<file path="src/source/mipsPkg.sv">
// shared encodings and types for the five-stage core
// illegal opcode/funct values can still sit in the enum fields; the controller treats them as nop
package mipsPkg;

	typedef logic [4:0] regIdxT; // register file index

	typedef enum logic [5:0] {
		OP_RTYPE = 6'b000000,
		OP_LW    = 6'b100011,
		OP_SW    = 6'b101011,
		OP_BEQ   = 6'b000100,
		OP_ADDI  = 6'b001000,
		OP_J     = 6'b000010
	} opcodeE;

	typedef enum logic [5:0] {
		FN_ADD = 6'b100000,
		FN_SUB = 6'b100010,
		FN_AND = 6'b100100,
		FN_OR  = 6'b100101,
		FN_SLT = 6'b101010
	} functE;

	typedef enum logic [2:0] {
		ALU_AND = 3'b000,
		ALU_OR  = 3'b001,
		ALU_ADD = 3'b010,
		ALU_SUB = 3'b110,
		ALU_SLT = 3'b111
	} aluCtrlE;

	typedef struct packed {
		opcodeE     op;
		regIdxT     rs;
		regIdxT     rt;
		regIdxT     rd;
		logic [4:0] shamt; // no shifts decoded
		functE      funct;
	} rFieldsT;

	typedef struct packed {
		opcodeE      op;
		regIdxT      rs;
		regIdxT      rt;
		logic [15:0] imm;
	} iFieldsT;

	typedef struct packed {
		opcodeE      op;
		logic [25:0] target; // word address within the 256MB region
	} jFieldsT;

	typedef union packed {
		rFieldsT rFields;
		iFieldsT iFields;
		jFieldsT jFields;
	} instrU;

	// all zero is a bubble
	typedef struct packed {
		logic    regWrite;
		logic    regDst;   // 1 selects rd, 0 selects rt
		logic    aluSrc;   // 1 selects the immediate
		logic    branch;
		logic    memWrite;
		logic    memToReg;
		logic    jump;
		aluCtrlE aluCtrl;
	} ctrlS;

endpackage : mipsPkg

</file>
<file path="src/source/pipeIfs.sv">
// pipeline register bundles; the writing stage owns the flops behind each one
// monitor modports are read-only taps for the hazard unit

interface idExIf;
	import mipsPkg::*;

	ctrlS        ctrl;
	logic [31:0] rd1;
	logic [31:0] rd2;
	logic [31:0] signImm;
	regIdxT      rs;
	regIdxT      rt;
	regIdxT      rd;

	modport source (output ctrl, rd1, rd2, signImm, rs, rt, rd);
	modport sink (input ctrl, rd1, rd2, signImm, rs, rt, rd);
	modport monitor (input ctrl, rs, rt, rd); // dest select redone in hazard unit
endinterface : idExIf

interface exMemIf;
	import mipsPkg::*;

	logic        regWrite;
	logic        memWrite;
	logic        memToReg;
	logic [31:0] aluOut;    // also the data memory address
	logic [31:0] writeData; // store data
	regIdxT      writeReg;

	modport source (output regWrite, memWrite, memToReg, aluOut, writeData, writeReg);
	modport sink (input regWrite, memWrite, memToReg, aluOut, writeData, writeReg);
	modport monitor (input regWrite, memToReg, writeReg);
endinterface : exMemIf

interface memWbIf;
	import mipsPkg::*;

	logic        regWrite;
	logic        memToReg;
	logic [31:0] aluOut;
	logic [31:0] readData;
	regIdxT      writeReg;

	modport source (output regWrite, memToReg, aluOut, readData, writeReg);
	modport sink (input regWrite, memToReg, aluOut, readData, writeReg);
	modport monitor (input regWrite, writeReg);
endinterface : memWbIf

</file>
<file path="src/source/controller.sv">
// decode-stage control for add/sub/and/or/slt, lw, sw, beq, addi, j
// anything else, including an unknown R-type funct, decodes to an all-zero nop
module controller (
	input  mipsPkg::opcodeE op,
	input  mipsPkg::functE  funct,
	output mipsPkg::ctrlS   ctrl
);
	import mipsPkg::*;

	logic [1:0] aluOp;   // 00 add, 01 sub, 10 from funct
	ctrlS       mainCtrl; // main decoder output, aluCtrl left at zero
	aluCtrlE    aluCtrl;
	logic       aluOk;   // aluOp/funct pair is legal

	// main decoder
	always_comb begin
		mainCtrl = '0;
		aluOp = 2'b00;
		case (op)
			OP_RTYPE: begin
				mainCtrl.regWrite = 1'b1;
				mainCtrl.regDst = 1'b1;
				aluOp = 2'b10;
			end
			OP_LW: begin
				mainCtrl.regWrite = 1'b1;
				mainCtrl.aluSrc = 1'b1;
				mainCtrl.memToReg = 1'b1;
			end
			OP_SW: begin
				mainCtrl.aluSrc = 1'b1;
				mainCtrl.memWrite = 1'b1;
			end
			OP_BEQ: begin
				mainCtrl.branch = 1'b1;
				aluOp = 2'b01; // compare happens in decode, sub kept for symmetry
			end
			OP_ADDI: begin
				mainCtrl.regWrite = 1'b1;
				mainCtrl.aluSrc = 1'b1;
			end
			OP_J:    mainCtrl.jump = 1'b1;
			default: mainCtrl = '0; // illegal op
		endcase
	end

	// alu decoder
	always_comb begin
		aluCtrl = ALU_AND;
		aluOk = 1'b1;
		case (aluOp)
			2'b00: aluCtrl = ALU_ADD; // lw, sw, addi
			2'b01: aluCtrl = ALU_SUB; // beq
			2'b10: begin
				case (funct)
					FN_ADD:  aluCtrl = ALU_ADD;
					FN_SUB:  aluCtrl = ALU_SUB;
					FN_AND:  aluCtrl = ALU_AND;
					FN_OR:   aluCtrl = ALU_OR;
					FN_SLT:  aluCtrl = ALU_SLT;
					default: aluOk = 1'b0;
				endcase
			end
			default: aluOk = 1'b0;
		endcase
	end

	always_comb begin
		ctrl = mainCtrl;
		ctrl.aluCtrl = aluCtrl;
		if (!aluOk) ctrl = '0; // bad funct kills the whole word
	end

endmodule : controller

</file>
<file path="src/source/decodeStage.sv">
// register file, early beq compare and ID/EX register; also the writeback point
// regfile writes on the falling edge so a same-cycle read sees the new value
module decodeStage (
	input  logic            clk,
	input  logic            arstN,
	input  mipsPkg::instrU  instrD,
	input  logic [31:0]     pcPlus4D,
	input  logic            forwardAD,
	input  logic            forwardBD,
	input  logic            flushE,
	input  logic            stallE,
	idExIf.source           idEx,
	memWbIf.sink            wb,
	input  logic [31:0]     exAluOut,  // memory-stage alu result for the compare
	output mipsPkg::regIdxT rsD,
	output mipsPkg::regIdxT rtD,
	output logic            pcSrcD,
	output logic            jumpD,
	output logic [31:0]     branchTargetD,
	output logic [31:0]     jumpTargetD,
	output logic [31:0]     resultW    // writeback value, also forwarded into execute
);
	import mipsPkg::*;

	logic [31:0] regs [32];
	logic [31:0] rd1D;
	logic [31:0] rd2D;
	logic [31:0] srcAD;
	logic [31:0] srcBD;
	logic [31:0] signImmD;
	logic        equalD;
	ctrlS        ctrlD;

	controller uCtrl (
		.op   (instrD.rFields.op),
		.funct(instrD.rFields.funct),
		.ctrl (ctrlD)
	);

	assign resultW = wb.memToReg ? wb.readData : wb.aluOut;

	always_ff @(negedge clk) begin
		if (wb.regWrite && wb.writeReg != 5'd0) regs[wb.writeReg] <= resultW;
	end

	assign rsD = instrD.rFields.rs;
	assign rtD = instrD.rFields.rt;
	assign rd1D = (rsD == 5'd0) ? 32'd0 : regs[rsD]; // $0 reads zero
	assign rd2D = (rtD == 5'd0) ? 32'd0 : regs[rtD];

	// beq resolved here
	assign srcAD = forwardAD ? exAluOut : rd1D;
	assign srcBD = forwardBD ? exAluOut : rd2D;
	assign equalD = (srcAD == srcBD);
	assign pcSrcD = ctrlD.branch & equalD;
	assign jumpD = ctrlD.jump;

	assign signImmD = {{16{instrD.iFields.imm[15]}}, instrD.iFields.imm};
	assign branchTargetD = pcPlus4D + {signImmD[29:0], 2'b00};
	assign jumpTargetD = {pcPlus4D[31:28], instrD.jFields.target, 2'b00};

	// ID/EX control and indices, bubble on flush
	always_ff @(posedge clk or negedge arstN) begin
		if (!arstN) begin
			idEx.ctrl <= '0;
			idEx.rs <= '0;
			idEx.rt <= '0;
			idEx.rd <= '0;
		end else if (flushE) begin
			idEx.ctrl <= '0;
			idEx.rs <= '0;
			idEx.rt <= '0;
			idEx.rd <= '0;
		end else if (!stallE) begin
			idEx.ctrl <= ctrlD;
			idEx.rs <= rsD;
			idEx.rt <= rtD;
			idEx.rd <= instrD.rFields.rd;
		end
	end

	always_ff @(posedge clk) begin
		if (!stallE) begin
			idEx.rd1 <= rd1D;
			idEx.rd2 <= rd2D;
			idEx.signImm <= signImmD;
		end
	end

endmodule : decodeStage

</file>
<file path="src/source/executeStage.sv">
// forwarding muxes, alu and EX/MEM register; no overflow trap on add/sub
module executeStage (
	input  logic        clk,
	input  logic        arstN,
	input  logic        stallE,
	input  logic [1:0]  forwardAE, // 00 regfile, 01 writeback, 10 memory
	input  logic [1:0]  forwardBE,
	idExIf.sink         idEx,
	exMemIf.source      exMem,
	input  logic [31:0] resultW
);
	import mipsPkg::*;

	logic [31:0] srcAE;
	logic [31:0] writeDataE; // rt after forwarding, store data
	logic [31:0] srcBE;
	logic [31:0] aluOutE;
	regIdxT      writeRegE;

	always_comb begin
		case (forwardAE)
			2'b01:   srcAE = resultW;
			2'b10:   srcAE = exMem.aluOut;
			default: srcAE = idEx.rd1;
		endcase
		case (forwardBE)
			2'b01:   writeDataE = resultW;
			2'b10:   writeDataE = exMem.aluOut;
			default: writeDataE = idEx.rd2;
		endcase
	end

	assign srcBE = idEx.ctrl.aluSrc ? idEx.signImm : writeDataE;
	assign writeRegE = idEx.ctrl.regDst ? idEx.rd : idEx.rt;

	always_comb begin
		case (idEx.ctrl.aluCtrl)
			ALU_AND: aluOutE = srcAE & srcBE;
			ALU_OR:  aluOutE = srcAE | srcBE;
			ALU_ADD: aluOutE = srcAE + srcBE;
			ALU_SUB: aluOutE = srcAE - srcBE;
			ALU_SLT: aluOutE = {31'd0, $signed(srcAE) < $signed(srcBE)}; // signed compare
			default: aluOutE = '0;
		endcase
	end

	always_ff @(posedge clk or negedge arstN) begin
		if (!arstN) begin
			exMem.regWrite <= 1'b0;
			exMem.memWrite <= 1'b0;
			exMem.memToReg <= 1'b0;
			exMem.writeReg <= '0;
		end else if (!stallE) begin
			exMem.regWrite <= idEx.ctrl.regWrite;
			exMem.memWrite <= idEx.ctrl.memWrite;
			exMem.memToReg <= idEx.ctrl.memToReg;
			exMem.writeReg <= writeRegE;
		end
	end

	always_ff @(posedge clk) begin
		if (!stallE) begin
			exMem.aluOut <= aluOutE;
			exMem.writeData <= writeDataE;
		end
	end

endmodule : executeStage

</file>
<file path="src/source/fetchStage.sv">
// pc register and IF/ID register; no delay slot, a taken branch or jump squashes IF/ID
module fetchStage #(
	parameter logic [31:0] resetPc = 32'h0000_0000
) (
	input  logic        clk,
	input  logic        arstN,
	input  logic        stallF,
	input  logic        stallD,
	input  logic        pcSrcD,
	input  logic        jumpD,
	input  logic [31:0] branchTargetD,
	input  logic [31:0] jumpTargetD,
	output logic [31:0] imemAddr,
	input  logic [31:0] imemData,
	output logic [31:0] instrD,
	output logic [31:0] pcPlus4D
);
	logic [31:0] pcF;
	logic [31:0] pcPlus4F;
	logic [31:0] pcNext;

	assign imemAddr = pcF; // combinational read, instr back same cycle
	assign pcPlus4F = pcF + 32'd4;
	assign pcNext = jumpD ? jumpTargetD : (pcSrcD ? branchTargetD : pcPlus4F);

	always_ff @(posedge clk or negedge arstN) begin
		if (!arstN) pcF <= resetPc;
		else if (!stallF) pcF <= pcNext;
	end

	always_ff @(posedge clk or negedge arstN) begin
		if (!arstN) instrD <= '0; // all zero word decodes as nop
		else if (!stallD) instrD <= (pcSrcD || jumpD) ? '0 : imemData;
	end

	always_ff @(posedge clk) begin
		if (!stallD) pcPlus4D <= pcPlus4F;
	end

endmodule : fetchStage

</file>
<file path="src/source/hazardUnit.sv">
// forwarding selects, load-use and branch stalls, and the memory freeze
// branch operands forward only from memory; anything newer stalls decode
module hazardUnit (
	input  mipsPkg::regIdxT rsD,
	input  mipsPkg::regIdxT rtD,
	idExIf.monitor          idEx,
	exMemIf.monitor         exMem,
	memWbIf.monitor         memWb,
	input  logic            memBusy,
	output logic            stallF,
	output logic            stallD,
	output logic            stallE,
	output logic            flushE,
	output logic            forwardAD,
	output logic            forwardBD,
	output logic [1:0]      forwardAE,
	output logic [1:0]      forwardBE
);
	import mipsPkg::*;

	regIdxT writeRegE;
	logic   lwStall;
	logic   branchStall;
	logic   hazStall;

	assign writeRegE = idEx.ctrl.regDst ? idEx.rd : idEx.rt; // same pick as execute

	// execute forwarding, memory wins over writeback
	always_comb begin
		forwardAE = 2'b00;
		forwardBE = 2'b00;
		if (idEx.rs != 5'd0 && exMem.regWrite && idEx.rs == exMem.writeReg) forwardAE = 2'b10;
		else if (idEx.rs != 5'd0 && memWb.regWrite && idEx.rs == memWb.writeReg) forwardAE = 2'b01;
		if (idEx.rt != 5'd0 && exMem.regWrite && idEx.rt == exMem.writeReg) forwardBE = 2'b10;
		else if (idEx.rt != 5'd0 && memWb.regWrite && idEx.rt == memWb.writeReg) forwardBE = 2'b01;
	end

	assign forwardAD = (rsD != 5'd0) && exMem.regWrite && (rsD == exMem.writeReg);
	assign forwardBD = (rtD != 5'd0) && exMem.regWrite && (rtD == exMem.writeReg);

	assign lwStall = idEx.ctrl.memToReg && (idEx.rt == rsD || idEx.rt == rtD);
	// decode reads of a result still in execute, or of a load in memory, wait
	assign branchStall = (idEx.ctrl.regWrite && writeRegE != 5'd0
		&& (writeRegE == rsD || writeRegE == rtD))
		|| (exMem.memToReg && (exMem.writeReg == rsD || exMem.writeReg == rtD));
	assign hazStall = lwStall | branchStall;

	assign stallF = hazStall | memBusy;
	assign stallD = hazStall | memBusy;
	assign stallE = memBusy;              // whole pipe freezes on a data access
	assign flushE = hazStall & ~memBusy;  // never squash an instruction that is frozen

endmodule : hazardUnit

</file>
<file path="src/source/memoryStage.sv">
// four-phase req/ack master for lw/sw and MEM/WB register
// word accesses only; address, we and wdata come straight from EX/MEM and hold while busy
module memoryStage (
	input  logic        clk,
	input  logic        arstN,
	exMemIf.sink        exMem,
	memWbIf.source      memWb,
	output logic        dmemReq,
	output logic        dmemWe,
	output logic [31:0] dmemAddr,
	output logic [31:0] dmemWdata,
	input  logic        dmemAck,
	input  logic [31:0] dmemRdata,
	output logic        memBusy
);
	localparam logic [1:0] stIdle = 2'd0;
	localparam logic [1:0] stReq  = 2'd1; // req high, waiting for ack
	localparam logic [1:0] stRel  = 2'd2; // req dropped, waiting for ack low
	localparam logic [1:0] stDone = 2'd3; // one cycle to let the pipe advance

	logic [1:0]  state;
	logic [1:0]  stateNext;
	logic        memOp;
	logic [31:0] rdLatch;

	assign memOp = exMem.memWrite | exMem.memToReg;

	always_comb begin
		stateNext = state;
		case (state)
			stIdle: if (memOp) stateNext = stReq;
			stReq:  if (dmemAck) stateNext = stRel;
			stRel:  if (!dmemAck) stateNext = stDone;
			default: stateNext = stIdle;
		endcase
	end

	always_ff @(posedge clk or negedge arstN) begin
		if (!arstN) state <= stIdle;
		else state <= stateNext;
	end

	assign dmemReq = (state == stReq);
	assign dmemWe = exMem.memWrite;
	assign dmemAddr = exMem.aluOut;
	assign dmemWdata = exMem.writeData;
	assign memBusy = memOp && (state != stDone);

	always_ff @(posedge clk) begin
		if (state == stReq && dmemAck) rdLatch <= dmemRdata; // valid while ack high
	end

	// WB keeps its instruction while busy so forwarding into a frozen execute stays right
	always_ff @(posedge clk or negedge arstN) begin
		if (!arstN) begin
			memWb.regWrite <= 1'b0;
			memWb.memToReg <= 1'b0;
			memWb.writeReg <= '0;
		end else if (!memBusy) begin
			memWb.regWrite <= exMem.regWrite;
			memWb.memToReg <= exMem.memToReg;
			memWb.writeReg <= exMem.writeReg;
		end
	end

	always_ff @(posedge clk) begin
		if (!memBusy) begin
			memWb.aluOut <= exMem.aluOut;
			memWb.readData <= rdLatch;
		end
	end

endmodule : memoryStage

</file>
<file path="src/source/mipsTop.sv">
// five-stage MIPS subset core; instruction memory read is combinational
// data memory uses a four-phase req/ack handshake with one access in flight
module mipsTop #(
	parameter logic [31:0] resetPc = 32'h0000_0000
) (
	input  logic        clk,
	input  logic        arstN,
	output logic [31:0] imemAddr,
	input  logic [31:0] imemData,
	output logic        dmemReq,
	output logic        dmemWe,
	output logic [31:0] dmemAddr,
	output logic [31:0] dmemWdata,
	input  logic        dmemAck,
	input  logic [31:0] dmemRdata
);
	import mipsPkg::*;

	logic [31:0] instrD;
	logic [31:0] pcPlus4D;
	logic [31:0] branchTargetD;
	logic [31:0] jumpTargetD;
	logic [31:0] resultW;
	logic        pcSrcD;
	logic        jumpD;
	regIdxT      rsD;
	regIdxT      rtD;
	logic        stallF;
	logic        stallD;
	logic        stallE;
	logic        flushE;
	logic        forwardAD;
	logic        forwardBD;
	logic [1:0]  forwardAE;
	logic [1:0]  forwardBE;
	logic        memBusy;

	idExIf  idEx ();
	exMemIf exMem ();
	memWbIf memWb ();

	fetchStage #(.resetPc(resetPc)) uFetch (
		.clk(clk), .arstN(arstN), .stallF(stallF), .stallD(stallD),
		.pcSrcD(pcSrcD), .jumpD(jumpD),
		.branchTargetD(branchTargetD), .jumpTargetD(jumpTargetD),
		.imemAddr(imemAddr), .imemData(imemData),
		.instrD(instrD), .pcPlus4D(pcPlus4D)
	);

	decodeStage uDecode (
		.clk(clk), .arstN(arstN), .instrD(instrD), .pcPlus4D(pcPlus4D),
		.forwardAD(forwardAD), .forwardBD(forwardBD), .flushE(flushE), .stallE(stallE),
		.idEx(idEx.source), .wb(memWb.sink), .exAluOut(exMem.aluOut),
		.rsD(rsD), .rtD(rtD), .pcSrcD(pcSrcD), .jumpD(jumpD),
		.branchTargetD(branchTargetD), .jumpTargetD(jumpTargetD), .resultW(resultW)
	);

	executeStage uExecute (
		.clk(clk), .arstN(arstN), .stallE(stallE),
		.forwardAE(forwardAE), .forwardBE(forwardBE),
		.idEx(idEx.sink), .exMem(exMem.source), .resultW(resultW)
	);

	memoryStage uMemory (
		.clk(clk), .arstN(arstN), .exMem(exMem.sink), .memWb(memWb.source),
		.dmemReq(dmemReq), .dmemWe(dmemWe), .dmemAddr(dmemAddr), .dmemWdata(dmemWdata),
		.dmemAck(dmemAck), .dmemRdata(dmemRdata), .memBusy(memBusy)
	);

	hazardUnit uHazard (
		.rsD(rsD), .rtD(rtD),
		.idEx(idEx.monitor), .exMem(exMem.monitor), .memWb(memWb.monitor),
		.memBusy(memBusy),
		.stallF(stallF), .stallD(stallD), .stallE(stallE), .flushE(flushE),
		.forwardAD(forwardAD), .forwardBD(forwardBD),
		.forwardAE(forwardAE), .forwardBE(forwardBE)
	);

endmodule : mipsTop

</file>
<file path="config.mk">
export PLATFORM = sky130hd
export DESIGN_NAME = mipsTop
export DESIGN_NICKNAME = d
export VERILOG_FILES = /design/src/source/mipsPkg.sv /design/src/source/pipeIfs.sv /design/src/source/controller.sv /design/src/source/decodeStage.sv /design/src/source/executeStage.sv /design/src/source/fetchStage.sv /design/src/source/hazardUnit.sv /design/src/source/memoryStage.sv /design/src/source/mipsTop.sv
export SDC_FILE = /design/constraint.sdc
export NUM_CORES = 2
export LEC_CHECK = 0
export BUFFER_PORTS_ARGS = -buffer_cell sky130_fd_sc_hd__clkbuf_2
export CAP_MARGIN = 25
export CORE_MARGIN = 2
export CORE_UTILIZATION = 39
export CTS_CLUSTER_SIZE = 24
export DETAILED_ROUTE_END_ITERATION = 8
export HOLD_SLACK_MARGIN = 0.1
export PLACE_DENSITY = 0.59
export SYNTH_ARGS = -nofsm -noshare
export SYNTH_HDL_FRONTEND = slang
export SYNTH_SLANG_ARGS = --single-unit
</file>
<file path="constraint.sdc">
create_clock -name clk -period 9.5 [get_ports clk]
set_input_delay 0.475 -clock clk [delete_from_list [all_inputs] [get_ports clk]]
set_output_delay 0.475 -clock clk [all_outputs]
set_load 0.01 [all_outputs]
</file>
==> results.json <==
{
  "numCtsBuffers": 151,
  "path_delay_family": "compound AO/OA/AOI/OAI gates",
  "power_switching_uw": 8094,
  "busiest_layer": "met2",
  "crit_path_cell_trace": "mux4_2 > mux2i_1 > o22ai_1 > o31ai_1 > or3_1 > o211ai_1 > a2111oi_0 > nand4_1 > nor4_1 > and4_2 > mux2_1 > a221o_1",
  "hold_viol": 0,
  "relSlewSlack_pct": 23.39,
  "cts.sinks": 1400,
  "core-area_sq_mm": 0.1827,
  "ff2ff_setup_slack_ns": 0.28,
  "drt_pass1_iterations": 8,
  "grt-ovfl-total": 0,
  "tightest_slew_ns": 1.140,
  "gp_congestion": 0.9733,
  "detailed_place_hpwl_microns": 154700,
  "grt_use_met1_pct": 33.19,
  "power_density_mw_per_mm2": 264.2,
  "crit_slowest_cell": "o31ai_1",
  "p_leak_uw": 0.03356,
  "vias_per_cell": 5.947,
  "yosysTopAreaCellShare_pct": 54.35,
  "die_w_microns": 432.5,
  "port_buffers": 164,
  "slowest_delay_ns": 0.69,
  "fp-row-count": 157,
  "wl_per_cell_microns": 28.97,
  "seqPwrFrac_pct": 39.1,
  "route.detailed.drc": 0,
  "grt_antenna_before_repair": 9,
  "syn_area_per_cell_sq_um": 15.20,
  "postLayoutCoreUtil_pct": 46.69,
  "largest_reg_flops": 1024,
  "netlist-cell-type-count": 100,
  "grt_pass1_wl_microns": 351000,
  "wl_microns": 246500,
  "worst_slack_ns": 0.2753,
  "p_int_uw": 14440,
  "start_util_pct": 39.20,
  "drtIter0Drc": 6190,
  "cts_tree": "yes",
  "drv_slew": 0,
  "final_cell_count_no_fill": 8508,
  "nFillCells": 16140,
  "cp-start-kind": "flip-flop",
  "grt_use_total_pct": 26.11,
  "yosys.area.top_type": "edfxtp_1",
  "final_nets": 6196,
  "ant_nets": 0,
  "die_h_microns": 432.5,
  "skew_ns": 0.06790,
  "design_area_sq_mm": 0.08530,
  "synth.most_common_cell": "edfxtp_1",
  "path_buf_inv": 0,
  "vias": 50600,
  "grt_setup_unrepaired": "false",
  "criticalPathCategory": "reg -> reg",
  "ios": 165,
  "synth-main-ff-cell": "edfxtp_1",
  "peakVddDrop_mv": 0.2198,
  "grt_max_degree": 110,
  "clk_path_buf_depth": 3,
  "finalSetupTns_ns": 0,
  "path_clk_slew_ns": 0.06,
  "synth_edf_count": 1296,
  "cts_root_buffer": "clkbuf_16",
  "status": "finished clean",
  "multi_input_area_sq_mm": 0.02818,
  "synth.cell_area_sq_mm": 0.07161,
  "post-cts-setup-buffers": 0,
  "cp.required_ns": 10.21,
  "r2r-start": "uDecode.regs[14][28]",
  "clock_latency_ns": 0.84,
  "grt_use_met3_pct": 6.645,
  "dpl.cell_count": 7134,
  "clock_power_share_pct": 35.2,
  "regMostFlops": "uDecode.regs",
  "netlist_top_cells_count": "1,296 x edfxtp_1, 500 x mux4_2, 310 x nand2_1",
  "ys_seq_area_share_pct": 57.98,
  "ys_top_cells_by_area": "edfxtp_1 54%, mux4_2 16%, mux2i_1 4.1%",
  "grt_use_met2_pct": 41.77,
  "syn_inst": 4710,
  "grt_pass1_vias": 51650,
  "endpoint_kind": "flip-flop",
  "maxCapViolCount": 0,
  "cp.arrival_ns": 9.93,
  "p_sw_share_pct": 35.91,
  "combPwrFrac_pct": 25.7,
  "dieArea_sq_mm": 0.1870,
  "drive_above_1_share_pct": 20.17,
  "htreeDepth": 4,
  "area_growth_pct": 19.13,
  "async_reset_ff_share_pct": 7.429,
  "place_area_sq_mm": 0.07547,
  "setup_viol": 0,
  "worstRegToRegCells": 12,
  "r2r_end": "uFetch.imemAddr[10]",
  "seq_area_sq_mm": 0.04155,
  "crit_path_max_fanout": 10,
  "hp-class": "in -> async",
  "dp_slack_ns": 0.3846,
  "synth_warnings": 0,
  "ys_ff_latch": 1400
}
[power by group through the flow]
stage / sequential, uW / clock, uW / combinational (uW)
after floorplan: 8600 / 637 / 3740
after global placement: 8870 / 637 / 5580
after detailed placement: 8890 / 637 / 5640
after CTS: 8800 / 8110 / 5680
after global routing: 8850 / 8680 / 6220
final: 8810 / 7940 / 5790
[routing by layer]
| layer | routed length, microns | share of wire, % |
|---|---|---|
| met3 | 24580 | 10 |
| met1 | 94100 | 38 |
| met4 | 10450 | 4.2 |
| met2 | 117300 | 48 |
| met5 | 27 | 0.011 |
[what timing repair did]
| action | 4_1_cts | 5_1_grt |
|---|---|---|
| endpoints found under the hold margin | 99 | 0 |
| gates resized for setup | 0 | 0 |
| hold buffers | 66 | 0 |
[cells by family after synthesis]
group | after synthesis | synth area share [%]
compound gates | 818 | 7.695
simple gates | 900 | 6.076
xor+xnor | 139 | 1.700
flops | 1400 | 57.98
fa+ha+maj | 134 | 2.373
buf+inv | 458 | 3.252
other cells | 1 | 0.005237
mux | 860 | 20.92
[worst max path at each step]
stage                               from                  end  slack [ns]  depth (start not counted)
3_5_place_dp        uDecode.regs[14][28]  uFetch.imemAddr[10]        0.38                         12
6_report            uDecode.regs[14][28]  uFetch.imemAddr[10]        0.28                         12
4_1_cts             uDecode.regs[14][28]  uFetch.imemAddr[10]        0.41                         12
2_1_floorplan  uMemory.memWb.writeReg[4]   uDecode.regs[8][0]        0.85                          4
3_3_place_gp        uDecode.regs[14][28]  uFetch.imemAddr[10]        0.45                         12
5_1_grt             uDecode.regs[14][28]  uFetch.imemAddr[10]        0.19                         12
[cells in the final DEF, fill, tap and decap left out, types with 25 or more instances in the layout]
cell type | synthesis | final
a211oi_1 | 26 | 25
a21o_1 | 32 | 32
a21oi_1 | 166 | 166
a22o_1 | 55 | 55
a22oi_1 | 52 | 52
a31oi_1 | 40 | 40
buf_4 | 53 | 143
clkbuf_16 | 0 | 153
clkbuf_2 | 0 | 163
conb_1 | 1 | 32
dfrtp_1 | 104 | 92
dlygate4sd3_1 | 0 | 66
edfxtp_1 | 1296 | 1296
ha_1 | 131 | 131
inv_1 | 140 | 1188
mux2_2 | 64 | 64
mux2i_1 | 290 | 290
mux4_2 | 500 | 500
nand2_1 | 310 | 310
nand2b_1 | 43 | 43
nand3_1 | 78 | 78
nand4_1 | 29 | 29
nor2_1 | 188 | 163
nor2b_1 | 31 | 30
nor3_1 | 66 | 55
o21a_1 | 42 | 42
o21ai_0 | 170 | 170
o22ai_1 | 54 | 54
or3_1 | 37 | 37
xnor2_1 | 92 | 92
xor2_1 | 47 | 47
[metrics by stage]
step | total power [uW] | hold WS [ns]
final | 22540 | 0.1568
after global routing | 23740 | 0.2015
after CTS | 22600 | 0.1251
after detailed placement | 15160 | 0.4054
after global placement | 15090 | 0.4045
after floorplan | 12980 | 0.1794
[worst reg2reg max path, cell delays in order (launching register included)]
cell,delay (ns)
edfxtp_1,0.39
mux4_2,0.48
mux2i_1,0.20
o22ai_1,0.12
o31ai_1,0.69
or3_1,0.23
o211ai_1,0.09
a2111oi_0,0.44
nand4_1,0.20
nor4_1,0.23
and4_2,0.60
mux2_1,0.38
a221o_1,0.32
[layout make-up]
class | count | area share, %
antenna | 1 | 0.002934
clock buffer | 164 | 4.584
clock inverter | 1140 | 6.084
inverter | 143 | 0.6380
multi-input combinational | 2883 | 33.03
sequential | 1400 | 48.71
tap | 2385 | 3.498
timing repair buffer | 392 | 3.448
No activity file was read; power rests on OpenSTA's default activity.
